`config.mk`:
```
export PLATFORM = sky130hd
export DESIGN_NAME = osd_pixel_gen
export DESIGN_NICKNAME = d
export VERILOG_FILES = /design/src/hw/osd_pkg.sv /design/src/hw/osd_pixel_gen.sv
export VERILOG_INCLUDE_DIRS = /design/src /design/src/include
export SDC_FILE = /design/constraint.sdc
export NUM_CORES = 1
export LEC_CHECK = 0
export ABC_AREA = 1
export BUFFER_PORTS_ARGS = -buffer_cell sky130_fd_sc_hd__buf_2
export CORE_ASPECT_RATIO = 1.1
export CORE_MARGIN = 4
export CORE_UTILIZATION = 34
export CTS_CLUSTER_DIAMETER = 200
export DETAILED_ROUTE_END_ITERATION = 10
export GPL_TIMING_DRIVEN = 0
export PLACE_DENSITY_LB_ADDON = 0.15
export SYNTH_ARGS = -nofsm -noshare
export SYNTH_HDL_FRONTEND = slang
export SYNTH_SLANG_ARGS = --single-unit
```
`constraint.sdc`:
```
create_clock -name clk -period 1.35 [get_ports clk]
set_clock_uncertainty 0.1 [all_clocks]
set_input_delay 0.135 -clock clk [delete_from_list [all_inputs] [get_ports clk]]
set_output_delay 0.135 -clock clk [all_outputs]
set_load 0.01 [all_outputs]
```
`src/include/osd_params.svh`:
```
// osd geometry and reset values; window sizes assume 2 clocks per pixel and 8 lines per row
`ifndef OSD_PARAMS_SVH
`define OSD_PARAMS_SVH

// --------------------
// buffer geometry
// --------------------
// 8 text rows of 8 pixel lines, 256 columns each
`define OSD_ROWS 8
`define OSD_COLS 256
`define OSD_BUF_DEPTH (`OSD_ROWS * `OSD_COLS)

// --------------------
// beam window
// --------------------
// horizontal in clocks, one pixel is two clocks
`define OSD_H_START 896
`define OSD_H_LEN (`OSD_COLS * 2)
// vertical in lines
`define OSD_V_START 128
`define OSD_V_LEN (`OSD_ROWS * 8)

// reset values
`define OSD_MEM_CFG_RESET 6'b000101
// bit 3 set means no row highlighted
`define OSD_HIGHLIGHT_NONE 4'b1000

`endif

```
`src/hw/osd_pkg.sv`:
```
// shared osd types; command codes are the top six bits of a command byte
package osd_pkg;

  typedef logic [7:0]  byte_t;
  typedef logic [10:0] buf_addr_t;
  typedef logic [10:0] h_count_t;
  typedef logic [8:0]  v_count_t;
  // bit 3 set = no highlight, bits 2:0 = row
  typedef logic [3:0]  highlight_t;

  // command codes, byte[7:2]
  typedef enum logic [5:0] {
    RESET_CTRL   = 6'b000010,
    OSD_CTRL     = 6'b001010,
    CHIP_CFG     = 6'b000001,
    CPU_CFG      = 6'b000101,
    MEMORY_CFG   = 6'b001001,
    VIDEO_CFG    = 6'b001101,
    FLOPPY_CFG   = 6'b010001,
    HARDDISK_CFG = 6'b010101,
    JOYSTICK_CFG = 6'b011001,
    OSD_BUFFER   = 6'b000011
  } cmd_code_t;

  // who owns a decoded write
  typedef enum logic [3:0] {
    TGT_RESET_CTRL, TGT_OSD_CTRL, TGT_CHIP, TGT_CPU, TGT_MEMORY, TGT_VIDEO,
    TGT_FLOPPY, TGT_HARDDISK, TGT_JOYSTICK, TGT_LINE, TGT_BUF
  } wr_target_t;

  typedef enum logic [2:0] {
    ST_IDLE, ST_REG, ST_LINE, ST_STREAM, ST_IGNORE
  } cmd_state_t;

endpackage

```
`src/hw/osd_pixel_gen.sv`:
```
// window and pixel; outputs lag the beam by two clocks, enable changes only at frame start
`timescale 1ns/10ps
`include "osd_params.svh"

module osd_pixel_gen (
  input  logic                clk,
  input  logic                reset,
  input  osd_pkg::h_count_t   h_count,
  input  osd_pkg::v_count_t   v_count,
  input  logic                frame_start,
  input  logic                osd_enable,
  input  osd_pkg::highlight_t highlight,
  input  osd_pkg::byte_t      rd_data,
  output osd_pkg::buf_addr_t  rd_addr,
  output logic                osd_blank,
  output logic                osd_pixel
);

  osd_pkg::h_count_t h_off;
  osd_pkg::v_count_t v_off;
  logic [$clog2(`OSD_ROWS)-1:0] row;
  logic [7:0]        col;
  logic              window;
  logic              invert;
  logic              en_frame;
  // stage aligned with rd_data
  logic              window_d;
  logic              invert_d;
  logic [2:0]        bit_d;

  // --------------------
  // window and address
  // --------------------
  assign h_off  = h_count - osd_pkg::h_count_t'(`OSD_H_START);
  assign v_off  = v_count - osd_pkg::v_count_t'(`OSD_V_START);
  assign row    = v_off[5:3];
  // two clocks per pixel
  assign col    = h_off[8:1];
  assign window = en_frame &&
                  h_count >= `OSD_H_START && h_count < `OSD_H_START + `OSD_H_LEN &&
                  v_count >= `OSD_V_START && v_count < `OSD_V_START + `OSD_V_LEN;
  assign invert = !highlight[3] && highlight[2:0] == row;
  assign rd_addr = osd_pkg::buf_addr_t'(row * `OSD_COLS + col);

  always_ff @(posedge clk) begin
    if (reset) begin
      en_frame  <= 1'b0;
      window_d  <= 1'b0;
      osd_blank <= 1'b0;
      osd_pixel <= 1'b0;
    end else begin
      // enable only taken at frame start
      if (frame_start) begin
        en_frame <= osd_enable;
      end
      window_d  <= window;
      osd_blank <= window_d;
      // line within the row picks the bit, forced low outside
      osd_pixel <= window_d && (rd_data[bit_d] ^ invert_d);
    end
  end

  always_ff @(posedge clk) begin
    invert_d <= invert;
    bit_d    <= v_off[2:0];
  end

endmodule

```
==> key figures <==
Clock tree
  – Clock root cell: clkbuf_4
  – Max H-tree Level: 1
  – CTS tree: yes
  – Post_cts resized: 0
  – # clock sinks: 8
  – Inserted Clock Buffers: 3
  – Max clock buf depth: 2
  – Clock latency at the later pin of the worst-skew pair: 0.25 ns
  – Clock transition at path regs: 0.05 ns

Pwr
  – Internal power: 0.4444 mW
  – Gate power share: 27.9%
  – P_sw: 0.1430 mW
  – Leak pwr: 0.4913 nW
  – Switching share of power: 24.34%
  – Worst VDD drop: 0.4508 mV
  – Reg power frac: 42.4%
  – Clock Power Share: 29.6%
  – Final Power: 0.5875 mW
  – PwrDens: 707.1 nW/um2

Timing
  – Period utilization: 78.93%
  – Final Max Slew Viols: 0
  – Fmax: 0.9385 GHz
  – Hold WS: 0.01134 ns
  – Max_slew headroom: 81.15%
  – Final WS setup: 0.2844 ns
  – Slew of the pin with the lowest slew margin: 0.2802 ns
  – Setup tns final: 0 ns
  – RSZ-0062 raised after global routing: no
  – Fin. Hold Viols: 0
  – Min Tclk post-route: 1.066 ns
  – Endpoints failing setup: 0

Global route
  – GR Overflow Total: 0
  – Largest net degree at the start of global routing: 6
  – Vias in the first global route: 553
  – First-pass GRT wire length: 1766 um
  – Total global-route track usage: 11.06%
  – Initial antenna violation count: 0

Floorplanning
  – Die ar.: 2142 um2
  – Ports: 49
  – Core ar.: 1384 um2
  – Row cnt: 14
  – Die Wd: 44.49 um
  – Initial Utilization: 35.99%
  – Die Y: 48.14 um

Logic synthesis
  – Syn Nets: 109
  – Post-synthesis cell count: 72
  – Synth Area per Inst: 6.916 um2
  – Post-synth top area share: 32.16%
  – Yosys cell types: 17
  – Cell area after synthesis: 498.0 um2
  – Ys Warns: 0
  – Sequential cell area fraction in the yosys report: 32.16%
  – Synth Register Bits: 8
  – Top post-synthesis cells by area: dfxtp_1 (32%), buf_4 (14%), nand2_1 (9.8%)
  – Area leader, netlist: dfxtp_1

Placement
  – Final HPWL DP: 980.9 um
  – IO buf count: 48
  – Cells after DPL: 136
  – Setup WS pre-CTS: 0.2739 ns
  – RePlAce Congestion: 0.7404
  – Placed cell areas: 758.2 um2

Route
  – Drt initial violations: 0
  – Final ANT Viol Nets: 0
  – Drc violations: 0
  – Avg WL per Cell: 7.653 um
  – First drt pass iteration count: 1
  – Vias: 596
  – DRT Wirelength: 1102 um
  – Via density per instance: 4.139

Critical path
  – Critical Path Fanout Max: 5
  – CP Class: flip-flop to flip-flop
  – Slowest-stage cell, CP: dfxtp_1
  – Largest stage delay on the critical path: 0.39 ns
  – Worst EP arrival: 1.11 ns
  – CP top delay family: flip-flops
  – Worst endpoint required time: 1.39 ns
  – Buf/Inv on CP: 1
  – CP Launch Type: flip-flop
  – Critical path cell sequence: inv_2, nand2_1, nand3_1, nand3_1, nand2_1, nor2_1, nor2_1
  – Endpoint type of the worst setup path: flip-flop

Final layout
  – Final instance area: 830.8 um2
  – Final #Nets: 167
  – P&R area growth vs syn: 66.83%
  – Layout Utilization: 60.04%
  – N_diodes: 0
  – Layout Cells excl Fill: 144
  – Share of layout cells above drive strength 1: 51.56%

Job
  – Maximum capacitance violations: 0

Outcome
  – Status: completed

Hold path
  – Classification of the worst-slack hold path: primary input to flip-flop
sequential cells by signal, indices dropped and copies added (netlist names):
name and flops:
osd_blank 1, bit_d 3, en_frame 1, invert_d 1
osd_pixel 1, window_d 1
power groups by stage:
stage	clock [mW]	sequential [mW]	combinational, mW
after floorplan	0	0.253	0.0771
after global placement	0	0.254	0.152
after detailed placement	0	0.254	0.155
after CTS	0.184	0.249	0.167
after global routing	0.198	0.250	0.186
final	0.174	0.249	0.164
placed cells by master (no fill, tap or decap), types with 2 or more instances in the layout:
| cell type | synthesis | routed |
|---|---|---|
| xor2_1 | 3 | 3 |
| dlygate4sd3_1 | 0 | 5 |
| nand3_1 | 7 | 7 |
| inv_1 | 7 | 7 |
| nor2_1 | 6 | 6 |
| dfxtp_1 | 8 | 8 |
| buf_4 | 9 | 9 |
| nand2_1 | 13 | 13 |
| nor4_1 | 2 | 2 |
| a21oi_1 | 3 | 3 |
| clkinv_1 | 3 | 3 |
| buf_2 | 0 | 48 |
| inv_2 | 5 | 5 |
| clkbuf_4 | 0 | 3 |
layout make-up:
class	count	area, um2
fillers	150	553.0
repair buffers	53	290.3
multi-input cells	39	196.4
flip-flops and latches	8	160.2
inverters	16	73.82
plain buffers	9	67.56
clock buffers	3	22.52
well taps	16	20.02
routing by layer:
metal / part of all wire [%] / vias up / wire length, um / global-route usage (%)
li1: - / 326 / - / -
met2: 54 / 25 / 600 / 24.07
met4: 0 / 0 / 0 / 5.422
met1: 34 / 245 / 380 / 9.354
met5: 0 / - / 0 / 0
met3: 11 / 0 / 121 / 2.214
synth_stat cells (all sizes together):
cell type	number
nand2	13
inv	12
buf	9
dfxtp	8
nand3	7
nor2	6
a21oi	3
clkinv	3
xor2	3
nor4	2
bufinv	1
ha	1
nand4	1
nor3	1
nor3b	1
o21ai	1
timing repair:
action | 4_1_cts | 5_1_grt
endpoints found under the setup margin | 0 | 0
buffers inserted | 0 | 0
hold buffers | 5 | 0
endpoints found under the hold margin | 5 | 0
path summary, 6_finish.rpt:
| kind | depth (start not counted) | startpoint | to | slack, ns |
|---|---|---|---|---|
| max | 7 | bit_d[0] | osd_pixel | 0.28 |
| min | 3 | osd_enable | en_frame | 0.01 |
| max reg2reg | 7 | bit_d[0] | osd_pixel | 0.28 |
| min reg2reg | 2 | window_d | osd_blank | 0.34 |
worst register-to-register path, cell delays in order (launching register included):
cell	delay, ns
dfxtp_1	0.39
inv_2	0.07
nand2_1	0.06
nand3_1	0.06
nand3_1	0.08
nand2_1	0.06
nor2_1	0.08
nor2_1	0.05
logic make-up (layout without fill, tap and decap cells):
kind of cell | after synthesis | count (layout) | synth area share (%)
flip-flops | 8 | 8 | 32.16
AND/OR/NAND/NOR | 31 | 31 | 27.64
AO/OA/AOI/OAI | 4 | 4 | 4.018
adder cells (fa/ha/maj) | 1 | 1 | 2.512
XOR/XNOR | 3 | 3 | 5.277
buffers and inverters | 25 | 81 | 28.39
Note: power is estimated with default switching activity, not from simulation.
