**config.mk**
```make
export PLATFORM = sky130hd
export DESIGN_NAME = osd_config_regs_flat
export DESIGN_NICKNAME = d
export VERILOG_FILES = /design/src/hw/osd_pkg.sv /design/src/hw/osd_cmd_if.sv /design/src/hw/osd_config_regs.sv /design/src/flat_wrapper.sv
export VERILOG_INCLUDE_DIRS = /design/src /design/src/include
export SDC_FILE = /design/constraint.sdc
export NUM_CORES = 1
export LEC_CHECK = 0
export BUFFER_PORTS_ARGS = -buffer_cell sky130_fd_sc_hd__buf_2
export CELL_PAD_IN_SITES_DETAIL_PLACEMENT = 2
export CELL_PAD_IN_SITES_GLOBAL_PLACEMENT = 2
export CORE_ASPECT_RATIO = 1.25
export CORE_MARGIN = 3
export CORE_UTILIZATION = 34
export CTS_CLUSTER_DIAMETER = 40
export DETAILED_ROUTE_END_ITERATION = 8
export MAX_ROUTING_LAYER = met4
export PLACE_DENSITY_LB_ADDON = 0.1
export SLEW_MARGIN = 20
export SYNTH_ARGS = -nofsm -noshare
export SYNTH_HDL_FRONTEND = slang
export SYNTH_SLANG_ARGS = --single-unit
export TNS_END_PERCENT = 10
```
**constraint.sdc**
```tcl
create_clock -name clk -period 2.1 [get_ports clk]
set_clock_uncertainty 0.1 [all_clocks]
set_input_delay 0.21 -clock clk [delete_from_list [all_inputs] [get_ports clk]]
set_output_delay 0.21 -clock clk [all_outputs]
set_load 0.02 [all_outputs]
```
**src/include/osd_params.svh**
```systemverilog
// osd geometry and reset values; window sizes assume 2 clocks per pixel and 8 lines per row
`ifndef OSD_PARAMS_SVH
`define OSD_PARAMS_SVH

// --------------------
// buffer geometry
// --------------------
// 8 text rows of 8 pixel lines, 256 columns each
`define OSD_ROWS 8
`define OSD_COLS 256
`define OSD_BUF_DEPTH (`OSD_ROWS * `OSD_COLS)

// --------------------
// beam window
// --------------------
// horizontal in clocks, one pixel is two clocks
`define OSD_H_START 896
`define OSD_H_LEN (`OSD_COLS * 2)
// vertical in lines
`define OSD_V_START 128
`define OSD_V_LEN (`OSD_ROWS * 8)

// reset values
`define OSD_MEM_CFG_RESET 6'b000101
// bit 3 set means no row highlighted
`define OSD_HIGHLIGHT_NONE 4'b1000

`endif

```
**src/hw/osd_pkg.sv**
```systemverilog
// shared osd types; command codes are the top six bits of a command byte
package osd_pkg;

  typedef logic [7:0]  byte_t;
  typedef logic [10:0] buf_addr_t;
  typedef logic [10:0] h_count_t;
  typedef logic [8:0]  v_count_t;
  // bit 3 set = no highlight, bits 2:0 = row
  typedef logic [3:0]  highlight_t;

  // command codes, byte[7:2]
  typedef enum logic [5:0] {
    RESET_CTRL   = 6'b000010,
    OSD_CTRL     = 6'b001010,
    CHIP_CFG     = 6'b000001,
    CPU_CFG      = 6'b000101,
    MEMORY_CFG   = 6'b001001,
    VIDEO_CFG    = 6'b001101,
    FLOPPY_CFG   = 6'b010001,
    HARDDISK_CFG = 6'b010101,
    JOYSTICK_CFG = 6'b011001,
    OSD_BUFFER   = 6'b000011
  } cmd_code_t;

  // who owns a decoded write
  typedef enum logic [3:0] {
    TGT_RESET_CTRL, TGT_OSD_CTRL, TGT_CHIP, TGT_CPU, TGT_MEMORY, TGT_VIDEO,
    TGT_FLOPPY, TGT_HARDDISK, TGT_JOYSTICK, TGT_LINE, TGT_BUF
  } wr_target_t;

  typedef enum logic [2:0] {
    ST_IDLE, ST_REG, ST_LINE, ST_STREAM, ST_IGNORE
  } cmd_state_t;

endpackage

```
**src/hw/osd_cmd_if.sv**
```systemverilog
// decoded write bus; wr_valid is a one-cycle pulse with no acknowledge
`timescale 1ns/10ps

interface osd_cmd_if;

  logic                   wr_valid;
  osd_pkg::wr_target_t    wr_target;
  osd_pkg::byte_t         wr_data;
  // only meaningful for TGT_BUF
  osd_pkg::buf_addr_t     wr_addr;

  modport fsm (output wr_valid, output wr_target, output wr_data, output wr_addr);
  // register bank ignores the address
  modport regs (input wr_valid, input wr_target, input wr_data);
  modport buffer (input wr_valid, input wr_target, input wr_data, input wr_addr);

endinterface

```
**src/hw/osd_config_regs.sv**
```systemverilog
// machine settings; chipset bit 1, cpu, memory and ide only move while cpu_reset is high
`timescale 1ns/10ps
`include "osd_params.svh"

module osd_config_regs (
  input  logic                clk,
  input  logic                reset,
  osd_cmd_if.regs             cmd,
  output logic                osd_enable,
  output logic                key_disable,
  output logic                usr_reset,
  output logic                cpu_reset,
  output logic                cpu_halt,
  output logic [1:0]          lr_filter,
  output logic [1:0]          hr_filter,
  output logic [1:0]          scanline,
  output logic [3:0]          chipset_config,
  output logic [3:0]          cpu_config,
  output logic [5:0]          memory_config,
  output logic [3:0]          floppy_config,
  output logic [2:0]          ide_config,
  output logic [1:0]          autofire_config,
  output osd_pkg::highlight_t highlight
);

  // staging registers copied out under cpu reset
  logic       chip_stage;
  logic [3:0] cpu_stage;
  logic [5:0] mem_stage;
  logic [2:0] ide_stage;

  // --------------------
  // register writes
  // --------------------
  always_ff @(posedge clk) begin
    if (reset) begin
      {cpu_halt, cpu_reset, usr_reset} <= 3'b110;
      {key_disable, osd_enable}        <= 2'b00;
      {hr_filter, lr_filter, scanline} <= 6'd0;
      chipset_config  <= 4'd0;
      floppy_config   <= 4'd0;
      autofire_config <= 2'd0;
      cpu_config      <= 4'd0;
      memory_config   <= `OSD_MEM_CFG_RESET;
      ide_config      <= 3'd0;
      chip_stage      <= 1'b0;
      cpu_stage       <= 4'd0;
      mem_stage       <= `OSD_MEM_CFG_RESET;
      ide_stage       <= 3'd0;
    end else begin
      if (cmd.wr_valid) begin
        case (cmd.wr_target)
          osd_pkg::TGT_RESET_CTRL: {cpu_halt, cpu_reset, usr_reset} <= cmd.wr_data[2:0];
          osd_pkg::TGT_OSD_CTRL:   {key_disable, osd_enable} <= cmd.wr_data[1:0];
          osd_pkg::TGT_CHIP: begin
            // bits 3,2,0 apply at once while bit 1 waits for cpu reset
            chipset_config[3:2] <= cmd.wr_data[3:2];
            chipset_config[0]   <= cmd.wr_data[0];
            chip_stage          <= cmd.wr_data[1];
          end
          osd_pkg::TGT_CPU:        cpu_stage <= cmd.wr_data[3:0];
          osd_pkg::TGT_MEMORY:     mem_stage <= cmd.wr_data[5:0];
          osd_pkg::TGT_VIDEO:      {hr_filter, lr_filter, scanline} <= cmd.wr_data[5:0];
          osd_pkg::TGT_FLOPPY:     floppy_config <= cmd.wr_data[3:0];
          osd_pkg::TGT_HARDDISK:   ide_stage <= cmd.wr_data[2:0];
          osd_pkg::TGT_JOYSTICK:   autofire_config <= cmd.wr_data[1:0];
          default: ;
        endcase
      end
      // copy out only while the cpu is held in reset
      if (cpu_reset) begin
        chipset_config[1] <= chip_stage;
        cpu_config        <= cpu_stage;
        memory_config     <= mem_stage;
        ide_config        <= ide_stage;
      end
    end
  end

  // row highlight comes from the line byte and drops whenever osd is off
  always_ff @(posedge clk) begin
    if (reset || !osd_enable) begin
      highlight <= `OSD_HIGHLIGHT_NONE;
    end else if (cmd.wr_valid && cmd.wr_target == osd_pkg::TGT_LINE && cmd.wr_data[4]) begin
      highlight <= cmd.wr_data[3:0];
    end
  end

  // decoded writes arrive as single-cycle pulses
  a_wr_pulse : assert property (@(posedge clk) disable iff (reset)
    cmd.wr_valid |=> !cmd.wr_valid);

endmodule

```
**src/flat_wrapper.sv**
```systemverilog
// flat-port wrapper written by rule: the top's interface ports become plain ports
module osd_config_regs_flat 
  (clk, reset, osd_enable, key_disable, usr_reset, cpu_reset, cpu_halt, lr_filter, hr_filter, scanline, chipset_config, cpu_config, memory_config, floppy_config, ide_config, autofire_config, highlight, cmd_wr_valid, cmd_wr_target, cmd_wr_data);
  osd_cmd_if cmd_i ();
  input  logic clk;
  input  logic reset;
  output logic osd_enable;
  output logic key_disable;
  output logic usr_reset;
  output logic cpu_reset;
  output logic cpu_halt;
  output logic [1:0] lr_filter;
  output logic [1:0] hr_filter;
  output logic [1:0] scanline;
  output logic [3:0] chipset_config;
  output logic [3:0] cpu_config;
  output logic [5:0] memory_config;
  output logic [3:0] floppy_config;
  output logic [2:0] ide_config;
  output logic [1:0] autofire_config;
  output osd_pkg::highlight_t highlight;
  input wire logic [$bits(cmd_i.wr_valid)-1:0] cmd_wr_valid;
  input wire logic [$bits(cmd_i.wr_target)-1:0] cmd_wr_target;
  input wire logic [$bits(cmd_i.wr_data)-1:0] cmd_wr_data;
  assign cmd_i.wr_valid = cmd_wr_valid;
  assign cmd_i.wr_target = cmd_wr_target;
  assign cmd_i.wr_data = cmd_wr_data;
  osd_config_regs u_core (.clk(clk), .reset(reset), .cmd(cmd_i), .osd_enable(osd_enable), .key_disable(key_disable), .usr_reset(usr_reset), .cpu_reset(cpu_reset), .cpu_halt(cpu_halt), .lr_filter(lr_filter), .hr_filter(hr_filter), .scanline(scanline), .chipset_config(chipset_config), .cpu_config(cpu_config), .memory_config(memory_config), .floppy_config(floppy_config), .ide_config(ide_config), .autofire_config(autofire_config), .highlight(highlight));
endmodule
```
==> reports/qor.yml <==
status: "finished, final reports clean"
stdcell_count: 315
antenna_found_initial: 0
max_cap_viol_count: 0
hold_violations: 0
place_area_um2: 2397
max_freq_mhz: 606.1
synth_nets: 215
yosys.area_share.adder_pct: 0
gp_congestion: 0.7337
dp_cells: 308
clk_path_buf_depth: 2
yosys_register_bits: 52
reg2reg_from: "u_core.cpu_reset"
drv_slew: 0
ant_nets: 0
firstDrtPassIters: 4
num_vias: 1584
clock-sinks: 52
netlist.area_leader.share_pct: 50.45
portBuffers: 50
sw_frac_of_total_pct: 22.99
finalWirelength_um: 5124
n_antenna_cell: 0
synthMuxAreaShare_pct: 21.83
numCtsBuffers: 5
drive_gt1_share_pct: 25.70
initial_core_util_pct: 35.46
synth_edf_count: 0
hold_depth: 3
avgSynthCellArea_um2: 10.32
io_pins: 53
synth_warnings: 0
power_frac_seq_pct: 57.6
use_met3_pct: 2.903
synth_area_leaders: "dfxtp_1 50%, mux2i_1 22%, nand2b_1 11%, nor2_1 3.3%, clkbuf_1 1.8%"
p_comb_share_pct: 7.2
cts_tree: "done"
grt_max_degree: 24
critPathMaxStageDelay_ns: 0.65
required_ns: 1.79
core_um2: 5818
setup_tns_ns: 0
die_x_um: 75.68
post-route-period-util_pct: 78.57
grtUsageMet1_pct: 20.52
netlist_instances: 200
area_growth_pct: 20.86
clkPwrFrac_pct: 35.2
clock-root-buffer: "clkbuf_8"
hold_slack_ns: 0.07195
worstSetupStartpointType: "register"
synth_flop_cell: "dfxtp_1"
grt_overflow_total: 0
critPathKind: "reg -> out"
powerDensity_nw_per_um2: 698.3
path_max_fanout: 11
period_minus_slack_ns: 1.650
synth_sequential_area_ratio_pct: 50.45
cpMaxStageDelayCell: "dfxtp_1"
utilization_pct: 42.86
arrival_ns: 1.34
p_leak_nw: 1.267
crit_start: "u_core.cpu_reset"
use_met2_pct: 25.79
ff2ff_path_depth: 3
top_usage_layer: "met2"
min_from: "cmd_wr_data[3]"
worstHoldPathType: "in -> reg"
post_drt_wl_per_cell_um: 16.27
route.detailed.drc: 0
grt_pass1_vias: 1655
crit_chain: "buf_12 > buf_2"
power_switching_uw: 400.4
worst-path-buf-inv: 2
vias_per_cell: 5.029
hpwl_um: 3822
post-place-ws_ns: 0.5646
ctsHoldBuffers: 0
synth_top_family_by_area: "simple AND/OR/NAND/NOR gates"
grt_pass1_wl_um: 8376
async_flop_share_pct: 0
slew_headroom_pct: 56.36
p_int_mw: 1.341
rsz0062_at_grt: "false"
synth-xor-area-share_pct: 0
syn_area_um2: 2063
track_usage_pct: 15.98
post_cts_buffers: 0
cp_top_family: "flip-flops"
first_iter_violations: 60
synthSimpleGateAreaFrac_pct: 22.01
final_area_um2: 2494
cts_resized: 0
dieArea_um2: 7045
endpoint_kind: "output pin"
clkSlewWorstSetupHoldPaths_ns: 0.09
finalPower_mw: 1.741
die_y_um: 93.10
cp.depth: 2
synth_area_leader_cell: "dfxtp_1"
htreeDepth: 2
clk_latency_ns: 0.30
num_rows: 31
setup_viol: 0
synth_compound_area_share_pct: 2.971
ys_types: 23
nets: 264
fin_ws_ns: 0.4500
vdd_drop_max_mv: 0.3250
worst_slew_pin_slew_ns: 0.6491
layout make-up:
type                       instances  area (um^2)
multi-input combinational        134        965.9
clock buffer                       7        96.34
sequential                        52         1041
tap                               66        82.58
timing repair buffer              56        307.8
fill                             653         3324
final timing paths:
kind	end	slack [ns]
setup / recovery	cpu_reset	0.45
hold / removal	u_core.highlight[3]	0.07
setup reg to reg	u_core.memory_config[0]	0.76
hold reg to reg	u_core.memory_config[2]	0.38
cells in the mapped netlist (all sizes together), types with 2 or more instances:
library cell and number:
dfxtp 52, mux2i 45, nand2b 37, nor2 18, clkbuf 11, nand3 6, o21ai 4, a211o 3
a21oi 3, buf 3, nand2 3, nor2b 3, and3 2, nand3b 2, nand4 2
per-layer routing:
layer	vias up	routed length (um)
li1	768	-
met2	34	2517
met3	6	183
met5	-	0
met4	0	55
met1	776	2368
kinds of logic (layout without fill, tap and decap cells):
group,after synthesis,in the layout
muxes,45,45
AOI/OAI and AO/OA,10,10
and+or+nand+nor,79,79
buffers and inverters,14,63
DFF,52,52
flip-flops by register name, summed over array words and instances (netlist names), 2 cells and up:
register / count
u_core.cpu_stage: 4
u_core.ide_config: 3
u_core.chipset_config: 4
u_core.memory_config: 6
u_core.autofire_config: 2
u_core.lr_filter: 2
u_core.mem_stage: 6
u_core.hr_filter: 2
u_core.highlight: 4
u_core.floppy_config: 4
u_core.cpu_config: 4
u_core.ide_stage: 3
u_core.scanline: 2
placed cells by master (no fill, tap or decap), drive strengths merged, types with 3 or more instances in the layout:
cell type  count
a211o          3
a21oi          3
buf           56
clkbuf         7
dfxtp         52
mux2i         45
nand2          3
nand2b        37
nand3          6
nor2          18
nor2b          3
o21ai          4
power by group through the flow:
| stage | combinational (mW) | clock (mW) | sequential (mW) |
|---|---|---|---|
| 6_report | 0.125 | 0.614 | 1.00 |
| 5_1_grt | 0.137 | 0.682 | 1.01 |
| 4_1_cts | 0.128 | 0.646 | 1.00 |
| 3_5_place_dp | 0.126 | 0 | 1.03 |
| 3_3_place_gp | 0.125 | 0 | 1.03 |
| 2_1_floorplan | 0.0664 | 0 | 1.03 |
worst reg2reg max path, cell delays in order, from the launching register on:
cell and delay, ns:
dfxtp_1 0.65, buf_12 0.21, nor2b_1 0.05, a211o_1 0.21
No activity file was read; power rests on OpenSTA's default activity.
