## src/include/osd_params.svh

```systemverilog
// osd geometry and reset values; window sizes assume 2 clocks per pixel and 8 lines per row
`ifndef OSD_PARAMS_SVH
`define OSD_PARAMS_SVH

// --------------------
// buffer geometry
// --------------------
// 8 text rows of 8 pixel lines, 256 columns each
`define OSD_ROWS 8
`define OSD_COLS 256
`define OSD_BUF_DEPTH (`OSD_ROWS * `OSD_COLS)

// --------------------
// beam window
// --------------------
// horizontal in clocks, one pixel is two clocks
`define OSD_H_START 896
`define OSD_H_LEN (`OSD_COLS * 2)
// vertical in lines
`define OSD_V_START 128
`define OSD_V_LEN (`OSD_ROWS * 8)

// reset values
`define OSD_MEM_CFG_RESET 6'b000101
// bit 3 set means no row highlighted
`define OSD_HIGHLIGHT_NONE 4'b1000

`endif

```

## src/hw/osd_pkg.sv

```systemverilog
// shared osd types; command codes are the top six bits of a command byte
package osd_pkg;

  typedef logic [7:0]  byte_t;
  typedef logic [10:0] buf_addr_t;
  typedef logic [10:0] h_count_t;
  typedef logic [8:0]  v_count_t;
  // bit 3 set = no highlight, bits 2:0 = row
  typedef logic [3:0]  highlight_t;

  // command codes, byte[7:2]
  typedef enum logic [5:0] {
    RESET_CTRL   = 6'b000010,
    OSD_CTRL     = 6'b001010,
    CHIP_CFG     = 6'b000001,
    CPU_CFG      = 6'b000101,
    MEMORY_CFG   = 6'b001001,
    VIDEO_CFG    = 6'b001101,
    FLOPPY_CFG   = 6'b010001,
    HARDDISK_CFG = 6'b010101,
    JOYSTICK_CFG = 6'b011001,
    OSD_BUFFER   = 6'b000011
  } cmd_code_t;

  // who owns a decoded write
  typedef enum logic [3:0] {
    TGT_RESET_CTRL, TGT_OSD_CTRL, TGT_CHIP, TGT_CPU, TGT_MEMORY, TGT_VIDEO,
    TGT_FLOPPY, TGT_HARDDISK, TGT_JOYSTICK, TGT_LINE, TGT_BUF
  } wr_target_t;

  typedef enum logic [2:0] {
    ST_IDLE, ST_REG, ST_LINE, ST_STREAM, ST_IGNORE
  } cmd_state_t;

endpackage

```

## src/hw/osd_beam_counter.sv

```systemverilog
// local beam position; sof must coincide with an sol, counts wrap if strobes go missing
`timescale 1ns/10ps

module osd_beam_counter (
  input  logic              clk,
  input  logic              reset,
  input  logic              sol,
  input  logic              sof,
  output osd_pkg::h_count_t h_count,
  output osd_pkg::v_count_t v_count,
  output logic              frame_start
);

  // --------------------
  // horizontal
  // --------------------
  // clocks since start of line
  always_ff @(posedge clk) begin
    if (reset || sol) begin
      h_count <= '0;
    end else begin
      h_count <= h_count + 11'd1;
    end
  end

  // --------------------
  // vertical
  // --------------------
  // lines since start of frame, frame marker lines up with the cleared counts
  always_ff @(posedge clk) begin
    if (reset) begin
      v_count     <= '0;
      frame_start <= 1'b0;
    end else begin
      frame_start <= sof;
      if (sof) begin
        v_count <= '0;
      end else if (sol) begin
        v_count <= v_count + 9'd1;
      end
    end
  end

endmodule

```

## config.mk

```make
export PLATFORM = sky130hd
export DESIGN_NAME = osd_beam_counter
export DESIGN_NICKNAME = d
export VERILOG_FILES = /design/src/include/osd_params.svh /design/src/hw/osd_pkg.sv /design/src/hw/osd_beam_counter.sv
export SDC_FILE = /design/constraint.sdc
export NUM_CORES = 1
export LEC_CHECK = 0
export ABC_AREA = 0
export ABC_CLOCK_PERIOD_IN_PS = 1300
export BUFFER_PORTS_ARGS = -buffer_cell sky130_fd_sc_hd__buf_2
export CAP_MARGIN = 25
export CORE_ASPECT_RATIO = 1.2
export CORE_MARGIN = 3
export CORE_UTILIZATION = 44
export CTS_CLUSTER_SIZE = 16
export DETAILED_ROUTE_END_ITERATION = 16
export GPL_TIMING_DRIVEN = 0
export PLACE_DENSITY = 0.73
export SYNTH_ARGS = -nofsm -noshare
export SYNTH_HDL_FRONTEND = slang
export SYNTH_SLANG_ARGS = --single-unit
```

## constraint.sdc

```tcl
create_clock -name clk -period 1.3 [get_ports clk]
set_clock_uncertainty 0.05 [all_clocks]
set_input_delay 0 -clock clk [delete_from_list [all_inputs] [get_ports clk]]
set_output_delay 0 -clock clk [all_outputs]
set_load 0.03 [all_outputs]
```

==> impl_results.md, run 1 <==
* Routed wire length at 1.99 mm
* Arr. time, crit path at 1500 ps
* Async SR Flop Fraction at 0%
* Standard cell area after detailed placement at 0.00109 sq mm
* MaxCap Viol Count at 0
* Clk sinks at 21
* Max_slew headroom at 71.7%
* Pre-antenna DRT Iters at 4
* Crit-path max FO at 6
* Number of global-route vias before repair at 781
* GRT overflow at 0
* Yosys synthesis warning count at 0
* Fraction of layout instances using a drive strength above 1 at 48.3%
* Fin cells at 162
* Post-Syn Area at a little under 900 sq um
* Slowest stage cell, crit path: or4_1
* Worst path cell trace: ha_4 -> nand2_4 -> or4_1 -> a21oi_1
* Sequential area share after synthesis at 47.3%
* FMAX at between 0.7 and 0.8 GHz
* Initial antenna violation count at 0
* Row count at 17
* Primary FF master, synth: dfxtp_1
* DIE AREA at between 0.002 and 0.003 sq mm
* WL per Instance at 12.3 um
* Post-DRT Antenna Nets at 0
* Port-buffer cells at 23
* Hold Crit Start: sol
* Power Dens Cells at 797 mW/mm^2
* FF-to-FF Start: h_count[1]
* CTS tree: built
* Via/cell ratio at 5.56
* Number of enable flip-flop cells after synthesis at 0
* Flops & latches, synth at 21
* CP Class: reg -> reg
* Clock Tree Buf Depth at 2
* HP Class: in -> reg
* Clk_lat worst skew at 300 ps
* CTS clk-pin slew, worst paths at 110 ps
* Crit. End Element: register
* Multi-input logic area at 495 sq um
* Reg2reg end: h_count[10]
* Final Setup Violations at 1
* Ant. Diodes at 0
* Layout net count at 150
* Actual slew at the worst max-slew pin at ~420 ps
* Iter 0 DRT Violations at 14
* Fin. max-slew vios at 0
* Hold-critical path depth at 4
* Syn nets at approximately 100
* Largest net degree at the start of global routing at 13
* Synth cell count leaders: 21 x dfxtp_1, 10 x nor2_1, 9 x a21oi_1
* Status: finished, violations left
* Req. time, crit path at 1490 ps
* Total CTS buffers at 3
* Max VDD drop at 0.625 mV
* All-layer global routing usage at 17.1%
* Inst Count DP at 140
* Delay of the slowest critical-path stage at 470 ps
* Final worst-path cycle share at 100%
* Fin worst setup slack at -5.49 ps
* Die width at 47.0 um
* Hold path endpoint: v_count[2]
* Die Y at 55.2 um
* Placed wire-length estimate at between 1 and 1.5 mm
* Final min period at around 1300 ps
* IO Count at 25
* Core ar. at 0.00187 sq mm
* Synth top area share at 47.3%
* Design Area, Final at 0.00131 sq mm
* Leakage at 0.531 nW
* Layout area overhead at 46.9%
* FF/Latch Area at between 400 and 500 sq um
* Vias at 900
* # DRC at 0
* Top post-synthesis cells by area: dfxtp_1 47%, a21oi_1 5.1%, o31ai_1 5.1%
* Yosys cell types at 25
* CP Launch Type: register
* Syn_area_per_cell at 9.06 sq um
* Failing checks: negative setup slack
* First-pass GRT wire length at 3.28 mm
* Count leader, synth: dfxtp_1
* Filler cells at 155
* Htree depth at 1
* Final Hold Viols at 0
* Area leader, netlist: dfxtp_1
* RSZ-0062 raised after global routing: true
* Flop2flop setup slack at -5 ps
* Synth Instances at 98
* Root Driver: clkbuf_4
* Worst Reg2Reg Path Length in Cells at 4
* Placer Congestion at 0.688
* Initial cell density of the core at 47.5%
-- layer usage --
| metal | track usage, % | wire (um) |
|---|---|---|
| met1 | 19.6 | 791 |
| met5 | 0 | 0 |
| met3 | 3.91 | 105 |
| met4 | 7.11 | 31 |
| met2 | 28.7 | 1070 |
-- worst max-delay path: cells and delay by family (launching register included) --
kind | cells | cell delay, ps
AO/OA/AOI/OAI | 1 | 130
adder cells (fa/ha/maj) | 1 | 150
flip-flops | 1 | 390
AND/OR/NAND/NOR | 2 | 540
-- sequential cells by signal (all words and copies together), names as in the netlist --
signal / cells
frame_start: 1
h_count: 11
v_count: 9
-- report_power, final --
| part | switching, mW | internal, mW | total (mW) |
|---|---|---|---|
| clock network | 0.197 | 0.115 | 0.312 |
| registers | 0.00850 | 0.633 | 0.641 |
| logic | 0.0453 | 0.0420 | 0.0873 |
-- worst max path at each step --
stage / startpoint / end / depth (start not counted)
CTS: h_count[3] / h_count[7] / 4
global route: h_count[0] / h_count[5] / 5
finish: h_count[1] / h_count[10] / 4
floorplan: h_count[1] / h_count[10] / 4
global placement: h_count[0] / h_count[10] / 4
detailed placement: h_count[0] / h_count[10] / 4
-- cells in the final DEF (no fill, tap or decap) --
| cell type | count |
|---|---|
| buf_2 | 24 |
| buf_4 | 13 |
| dfxtp_4 | 10 |
| nor2_1 | 9 |
| a21oi_1 | 7 |
| o31ai_1 | 6 |
| dfxtp_1 | 6 |
| nand3_1 | 5 |
| or4_1 | 5 |
| nand2_1 | 5 |
| dfxtp_2 | 5 |
| dlygate4sd3_1 | 5 |
| xor2_1 | 4 |
| nand4_1 | 4 |
| xnor2_1 | 3 |
| o21ai_0 | 3 |
| clkbuf_4 | 3 |
| or2_2 | 2 |
| clkbuf_1 | 2 |
| inv_1 | 2 |
| a21oi_2 | 2 |
| o21a_1 | 2 |
| or3_1 | 2 |
| ha_4 | 2 |
| mux2i_1 | 1 |
| nand3_4 | 1 |
| buf_6 | 1 |
| nand3_2 | 1 |
| nand2_4 | 1 |
| or4_4 | 1 |
| nor3_1 | 1 |
| nor2_2 | 1 |
| or3_2 | 1 |
| and2_1 | 1 |
| nor2b_1 | 1 |
| clkinv_2 | 1 |
-- cell families after synthesis --
group / Yosys count / share of synthesized area, %
AOI/OAI and AO/OA: 20 / 13.5
DFF: 21 / 47.3
adders and majority gates: 2 / 2.82
buffers and inverters: 6 / 3.52
and+or+nand+nor: 41 / 24.8
muxes: 1 / 1.13
xor gates and xnor gates: 7 / 6.90
-- layout make-up --
class | instances | area share, %
sequential | 21 | 35.6
timing repair buffer | 41 | 20.1
buffer | 4 | 1.82
inverter | 2 | 0.575
clock buffer | 3 | 1.73
clock inverter | 1 | 0.384
tap | 19 | 1.82
multi-input combinational | 71 | 38.0
-- stage by stage --
stage	setup TNS (ps)	hold slack (ps)	worst slack [ps]	utilization (%)	power [mW]
floorplan	-80.6	21.6	-53.9	-	0.702
global placement	-25.3	147	-17.0	58.3	0.719
detailed placement	-125	160	-45.8	58.3	0.721
CTS	-39.6	7.07	-33.4	67.5	1.07
global route	-270	38.1	-61.9	69.7	1.09
finish	-5.49	26.1	-5.49	69.7	1.04
-- timing repair --
action	CTS	global route
hold buffers	5	0
setup buffers	11	2
resized for setup	2	8
endpoints found under the hold margin	4	0
pin swaps	4	4
endpoints found under the setup margin	6	10
Power figures use the tool's default switching activity.
==> run 2, diff against run 1 <==
--- a/constraint.sdc
+++ b/constraint.sdc
@@ -4,2 +4,2 @@
 set_output_delay 0 -clock clk [all_outputs]
-set_load 0.03 [all_outputs]
+set_load 0.005 [all_outputs]
==> run 2 against run 1 <==
Flip-flop and latch count did not move. Register-to-register slack got worse by 30 ps. Combinational power shrank 32%. Total power fell by 1.6%. The flow still finishes with violations (negative setup slack). Largest power group unchanged. Die area is the same. Non-clock buffer count shrank 6. Global-route usage decreased by 0.52 points.
==> impl_results.md, run 2 (synthesis gave the netlist of run 1 again) <==
* Root Driver: clkbuf_4 (unchanged)
* Initial antenna violation count at 0 (unchanged)
* All-layer global routing usage at 16.5% (was 17.1%)
* Power, Total at 1.02 mW (was 1.04 mW)
* GRT Max-Usage Layer: met2 (unchanged)
* Actual slew at the worst max-slew pin at 466 ps (was 424 ps)
* DIE AREA at 0.00260 sq mm (unchanged)
* Clk sinks at 21 (unchanged)
* MaxCap Viol Count at 0 (unchanged)
* HP Class: in -> reg (unchanged)
* Layout net count at 144 (was 150)
* CTS tree: built (unchanged)
* Routed wire length at 2.11 mm (was 1.99 mm)
* Crit. End Element: register (unchanged)
* Vias at 871 (was 900)
* Largest net degree at the start of global routing at 13 (unchanged)
* M2 GR Usage at 27.2% (was 28.7%)
* Regs by FF count: h_count (11), v_count (9), frame_start (1) (unchanged)
* Commonest non-fill, non-tap cell in the layout: buf_2 (unchanged)
* CTS clk-pin slew, worst paths at 120 ps (was 110 ps)
* Design Area, Final at 0.00127 sq mm (was 0.00131 sq mm)
* Die Y at 55.2 um (unchanged)
* Crit-path max FO at 6 (unchanged)
* Ant. Diodes at 0 (unchanged)
* FMAX at 0.746 GHz (was 0.766 GHz)
* Pre-antenna DRT Iters at 4 (unchanged)
* Failing checks: negative setup slack (unchanged)
* GR Layer Usage met1 at 20.5% (was 19.6%)
* # DRC at 0 (unchanged)
* Largest register FFs at 11 (unchanged)
* Standard cell area after detailed placement at 0.00105 sq mm (was 0.00109 sq mm)
* CP Launch Type: register (unchanged)
* Row count at 17 (unchanged)
* Iter 0 DRT Violations at 3 (was 14)
* Total CTS buffers at 3 (unchanged)
* Total negative slack at -41.9 ps (was -5.49 ps)
* GRT overflow at 0 (unchanged)
* IO Count at 25 (unchanged)
* Commonest non-fill, non-tap cells in the layout: 24 x buf_2, 10 x nor2_1, 10 x buf_4, 8 x dfxtp_2, 7 x dfxtp_1 (was 24 x buf_2, 13 x buf_4, 10 x dfxtp_4, 9 x nor2_1, 7 x a21oi_1)
* Port-buffer cells at 23 (unchanged)
* Max_slew headroom at 68.9% (was 71.7%)
* RSZ-0062 raised after global routing: true (unchanged)
* Final Setup Violations at 2 (was 1)
* WL per Instance at 13.6 um (was 12.3 um)
* Number of global-route vias before repair at 794 (was 781)
* Htree depth at 1 (unchanged)
* CP Class: reg -> reg (unchanged)
* Clock Tree Buf Depth at 2 (unchanged)
* Fin. max-slew vios at 0 (unchanged)
* Fraction of layout instances using a drive strength above 1 at 49.6% (was 48.3%)
* Filler cells at 156 (was 155)
* Final min period at 1340 ps (was 1310 ps)
* Routing usage on met3 at 3.26% (was 3.91%)
* Inst Count DP at 140 (unchanged)
* Biggest register: h_count (unchanged)
* Die width at 47.0 um (unchanged)
* Req. time, crit path at 1490 ps (about the same)
* Final worst-path cycle share at 103% (was 100%)
* Power Dens Cells at 806 mW/mm^2 (was 797 mW/mm^2)
* Leakage at 0.500 nW (was 0.531 nW)
* First-pass GRT wire length at 3.29 mm (was 3.28 mm)
* Layout area overhead at 42.8% (was 46.9%)
* Max VDD drop at 0.438 mV (was 0.625 mV)
* Arr. time, crit path at 1530 ps (was 1500 ps)
* Finished Core Util at 67.8% (was 69.7%)
* Core ar. at 0.00187 sq mm (unchanged)
* Final Hold Viols at 0 (unchanged)
* Fin worst setup slack at -40.1 ps (was -5.49 ps)
* Via/cell ratio at 5.58 (was 5.56)
* Initial cell density of the core at 47.5% (unchanged)
* Post-DRT Antenna Nets at 0 (unchanged)
* Status: finished, violations left (unchanged)
* Clk_lat worst skew at 300 ps (about the same)
* Fin cells at 156 (was 162)
* Placed wire-length estimate at 1.31 mm (was 1.32 mm)
* Placer Congestion at 0.753 (was 0.688)
-- run 2: worst max-delay path: stages, from the launching register on --
cell and delay [ps]:
dfxtp_2 370, nand3_4 90, buf_6 130, or4_4 480, a21oi_2 150
-- run 2: path summary, 6_finish.rpt --
path / from / endpoint / slack (ps) / cells past startpoint
worst max-delay path: h_count[3] / h_count[7] / -40 / 4
worst min-delay path: sol / v_count[0] / 30 / 3
worst max register to register: h_count[3] / h_count[7] / -40 / 4
worst min register to register: h_count[10] / h_count[10] / 440 / 2
-- run 2: timing repair --
item / 4_1_cts / 5_1_grt
gates resized for setup: 11 / 16
setup buffers: 9 / 1
setup endpoints to repair: 8 / 10
pin swaps: 7 / 7
hold buffers: 2 / 0
hold endpoints to repair: 3 / 0
-- run 2: metal layers --
layer | vias up | wire [um]
met4 | 0 | 53
li1 | 431 | -
met2 | 26 | 1130
met3 | 7 | 104
met5 | - | 0
met1 | 407 | 830
-- run 2: area by class of cell --
type | count | area (sq um) | share of cell area [%]
inverter | 2 | 7.51 | 0.592
sequential | 21 | 453 | 35.7
multi-input combinational | 71 | 523 | 41.2
buffer | 4 | 23.8 | 1.87
timing repair buffer | 35 | 210 | 16.6
clock inverter | 1 | 5.00 | 0.394
tap | 19 | 23.8 | 1.87
clock buffer | 3 | 22.5 | 1.78
-- run 2: where the power goes --
| part | switching [mW] | internal, mW |
|---|---|---|
| Sequential | 0.00845 | 0.641 |
| Clock | 0.199 | 0.115 |
| Combinational | 0.0302 | 0.0296 |
-- run 2: stage by stage --
step                      setup slack (ps)  hold WS (ps)
after floorplan                      -10.9          21.6
after global placement               -56.1           144
after detailed placement             -94.1           154
after CTS                            -10.9          1.17
after global routing                  -110          51.9
final                                -40.1          28.1
==> run 3, diff against run 2 <==
Settings changed: BUFFER_PORTS_ARGS -buffer_cell sky130_fd_sc_hd__buf_2 to unset, CORE_UTILIZATION 44 to 45, DONT_BUFFER_PORTS set to 1, GPL_TIMING_DRIVEN 0 to unset, PLACE_DENSITY 0.73 to 0.63, RECOVER_POWER set to 50.
==> run 3 against run 2 <==
The flow finishes with violations (negative hold slack). First-iteration DRC count increased by 100%. Combinational power decreased by 20%. Sequential share of layout area increased by 2.5 points. Critical path depth unchanged. Register-to-register slack improved by 50 ps.
==> impl_results.md, run 3 (synthesis gave the netlist of run 1 again) <==
* Max VDD drop at 0.717 mV (was 0.438 mV)
* HP Class: in -> reg (unchanged)
* Final Setup Violations at 0 (was 2)
* Flop2flop setup slack at 8 ps (was -40 ps)
* Worst Reg2Reg Path Length in Cells at 4 (unchanged)
* First-pass GRT wire length at 2.96 mm (was 3.29 mm)
* Biggest register: h_count (unchanged)
* RSZ-0062 raised after global routing: true (unchanged)
* Arr. time, crit path at 1480 ps (was 1530 ps)
* FMAX at 0.774 GHz (was 0.746 GHz)
* Port-buffer cells at 0 (was 23)
* Total CTS buffers at 3 (unchanged)
* Slowest stage cell, crit path: or4_4 (unchanged)
* CTS clk-pin slew, worst paths at 110 ps (was 120 ps)
* Fin worst setup slack at 8.00 ps (was -40.1 ps)
* CTS tree: built (unchanged)
* Routed wire length at 1.81 mm (was 2.11 mm)
* Delay of the slowest critical-path stage at 490 ps (was 480 ps)
* Crit. End Element: register (unchanged)
* Die width at 46.6 um (was 47.0 um)
* Regs by FF count: h_count (11), v_count (9), frame_start (1) (unchanged)
* WL per Instance at 13.1 um (was 13.6 um)
* Clk sinks at 21 (unchanged)
* Via/cell ratio at 5.60 (was 5.58)
* Hold Crit Start: sol (unchanged)
* Layout area overhead at 32.5% (was 42.8%)
* Placer Congestion at 0.767 (was 0.753)
* DIE AREA at 0.00255 sq mm (was 0.00260 sq mm)
* Pre-CTS WS at 10.2 ps (was -94.1 ps)
* Commonest non-fill, non-tap cell in the layout: buf_4 (was buf_2)
* Placed wire-length estimate at 1.32 mm (was 1.31 mm)
* Pre-antenna DRT Iters at 4 (unchanged)
* Worst path cell trace: ha_4 -> nand2_2 -> or4_4 -> a21oi_2 (was nand3_4 -> buf_6 -> or4_4 -> a21oi_2)
* IO Count at 25 (unchanged)
* Commonest non-fill, non-tap cells in the layout: 18 x buf_4, 10 x nor2_1, 10 x dfxtp_1, 7 x a21oi_1 (was 24 x buf_2, 10 x nor2_1, 10 x buf_4, 8 x dfxtp_2, 7 x dfxtp_1)
* Initial antenna violation count at 0 (unchanged)
* Worst setup startpoint: h_count[0] (was h_count[3])
* Clock Tree Buf Depth at 2 (unchanged)
* Row count at 16 (was 17)
* CP Launch Type: register (unchanged)
* Layout net count at 127 (was 144)
* Power Dens Cells at 848 mW/mm^2 (was 806 mW/mm^2)
* Failing checks: negative hold slack (was negative setup slack)
* Hold path endpoint: v_count[0] (unchanged)
* Die Y at 54.7 um (was 55.2 um)
* Largest net degree at the start of global routing at 12 (was 13)
* Initial cell density of the core at 51.0% (was 47.5%)
* Req. time, crit path at 1490 ps (about the same)
* Vias at 773 (was 871)
* Number of global-route vias before repair at 731 (was 794)
* FF-to-FF Start: h_count[0] (was h_count[3])
* Htree depth at 1 (unchanged)
* Hold-critical path depth at 2 (was 3)
* Final worst-path cycle share at 99.4% (was 103%)
* Status: finished, violations left (unchanged)
* Total negative slack at 0 ps (was -41.9 ps)
* Largest register FFs at 11 (unchanged)
* Fin. max-slew vios at 0 (unchanged)
* Actual slew at the worst max-slew pin at 307 ps (was 466 ps)
* MaxCap Viol Count at 0 (unchanged)
* Core ar. at 0.00174 sq mm (was 0.00187 sq mm)
* Final min period at 1290 ps (was 1340 ps)
* Final Hold Viols at 17 (was 0)
* Fraction of layout instances using a drive strength above 1 at 37.5% (was 49.6%)
* Leakage at 0.394 nW (was 0.500 nW)
* Post-DRT Antenna Nets at 0 (unchanged)
* GRT overflow at 0 (unchanged)
* Clk_lat worst skew at 290 ps (was 300 ps)
* CP Class: reg -> reg (unchanged)
* Final hold slack at -193 ps (was 28.1 ps)
* # DRC at 0 (unchanged)
* Iter 0 DRT Violations at 6 (was 3)
* Crit-path max FO at 4 (was 6)
* Post-cts hold buffer count at 4 (was 2)
* All-layer global routing usage at 15.9% (was 16.5%)
* Ant. Diodes at 0 (unchanged)
* Max_slew headroom at 79.4% (was 68.9%)
* Reg2reg end: h_count[10] (was h_count[7])
* Root Driver: clkbuf_4 (unchanged)
[run 3: changes by cell type in the layout (fill, tap and decap cells not counted), sizes merged]
| cell | before | now |
|---|---|---|
| buf | 35 | 18 |
| clkbuf | 5 | 4 |
| clkinv | 1 | 0 |
| dlygate4sd3 | 2 | 4 |
[run 3: worst max-delay path by stage]
stage | slack (ps) | cells after the start | endpoint
5_1_grt | -40 | 5 | h_count[8]
3_5_place_dp | 10 | 3 | h_count[8]
4_1_cts | 5 | 4 | h_count[10]
6_report | 8 | 4 | h_count[10]
3_3_place_gp | 20 | 4 | v_count[8]
2_1_floorplan | -10 | 4 | h_count[10]
[run 3: worst max-delay path: cells and delay by family, from the launching register on]
kind | cells | cell delay, ps
AND/OR/NAND/NOR | 2 | 560
adder cells (fa/ha/maj) | 1 | 130
flip-flops | 1 | 390
AO/OA/AOI/OAI | 1 | 110
[run 3: per-layer routing]
metal	part of all wire (%)	vias up	global-route usage, %
met2	52	19	29.4
met1	42	356	17.4
met4	0	0	4.27
met3	6.1	0	4.28
li1	-	398	-
met5	0	-	0
[run 3: where the power goes]
part           internal (mW)  switching [mW]
registers              0.641         0.00797
logic                 0.0260          0.0221
clock network          0.119           0.182
[run 3: repair_timing]
action,CTS,global route
buffers inserted,0,1
gates cloned,0,0
gates resized for setup,1,18
pin swaps,3,4
endpoints found under the setup margin,3,9
endpoints found under the hold margin,21,15
[run 3: stage by stage]
step	power, mW	instances	instance area, sq um	utilization [%]
final	0.998	138	1180	67.6
after global routing	1.04	138	1180	67.6
after CTS	1.02	137	1110	64.0
after detailed placement	0.708	129	1040	59.8
after global placement	0.707	129	1040	59.8
after floorplan	0.697	98	915	-
[run 3: layout make-up]
class / instances / area, sq um
Tap cell: 18 / 22.5
Multi-Input combinational cell: 71 / 497
Inverter: 2 / 7.51
Sequential cell: 21 / 449
Fill cell: 142 / 564
Clock buffer: 4 / 26.3
Timing Repair Buffer: 22 / 175
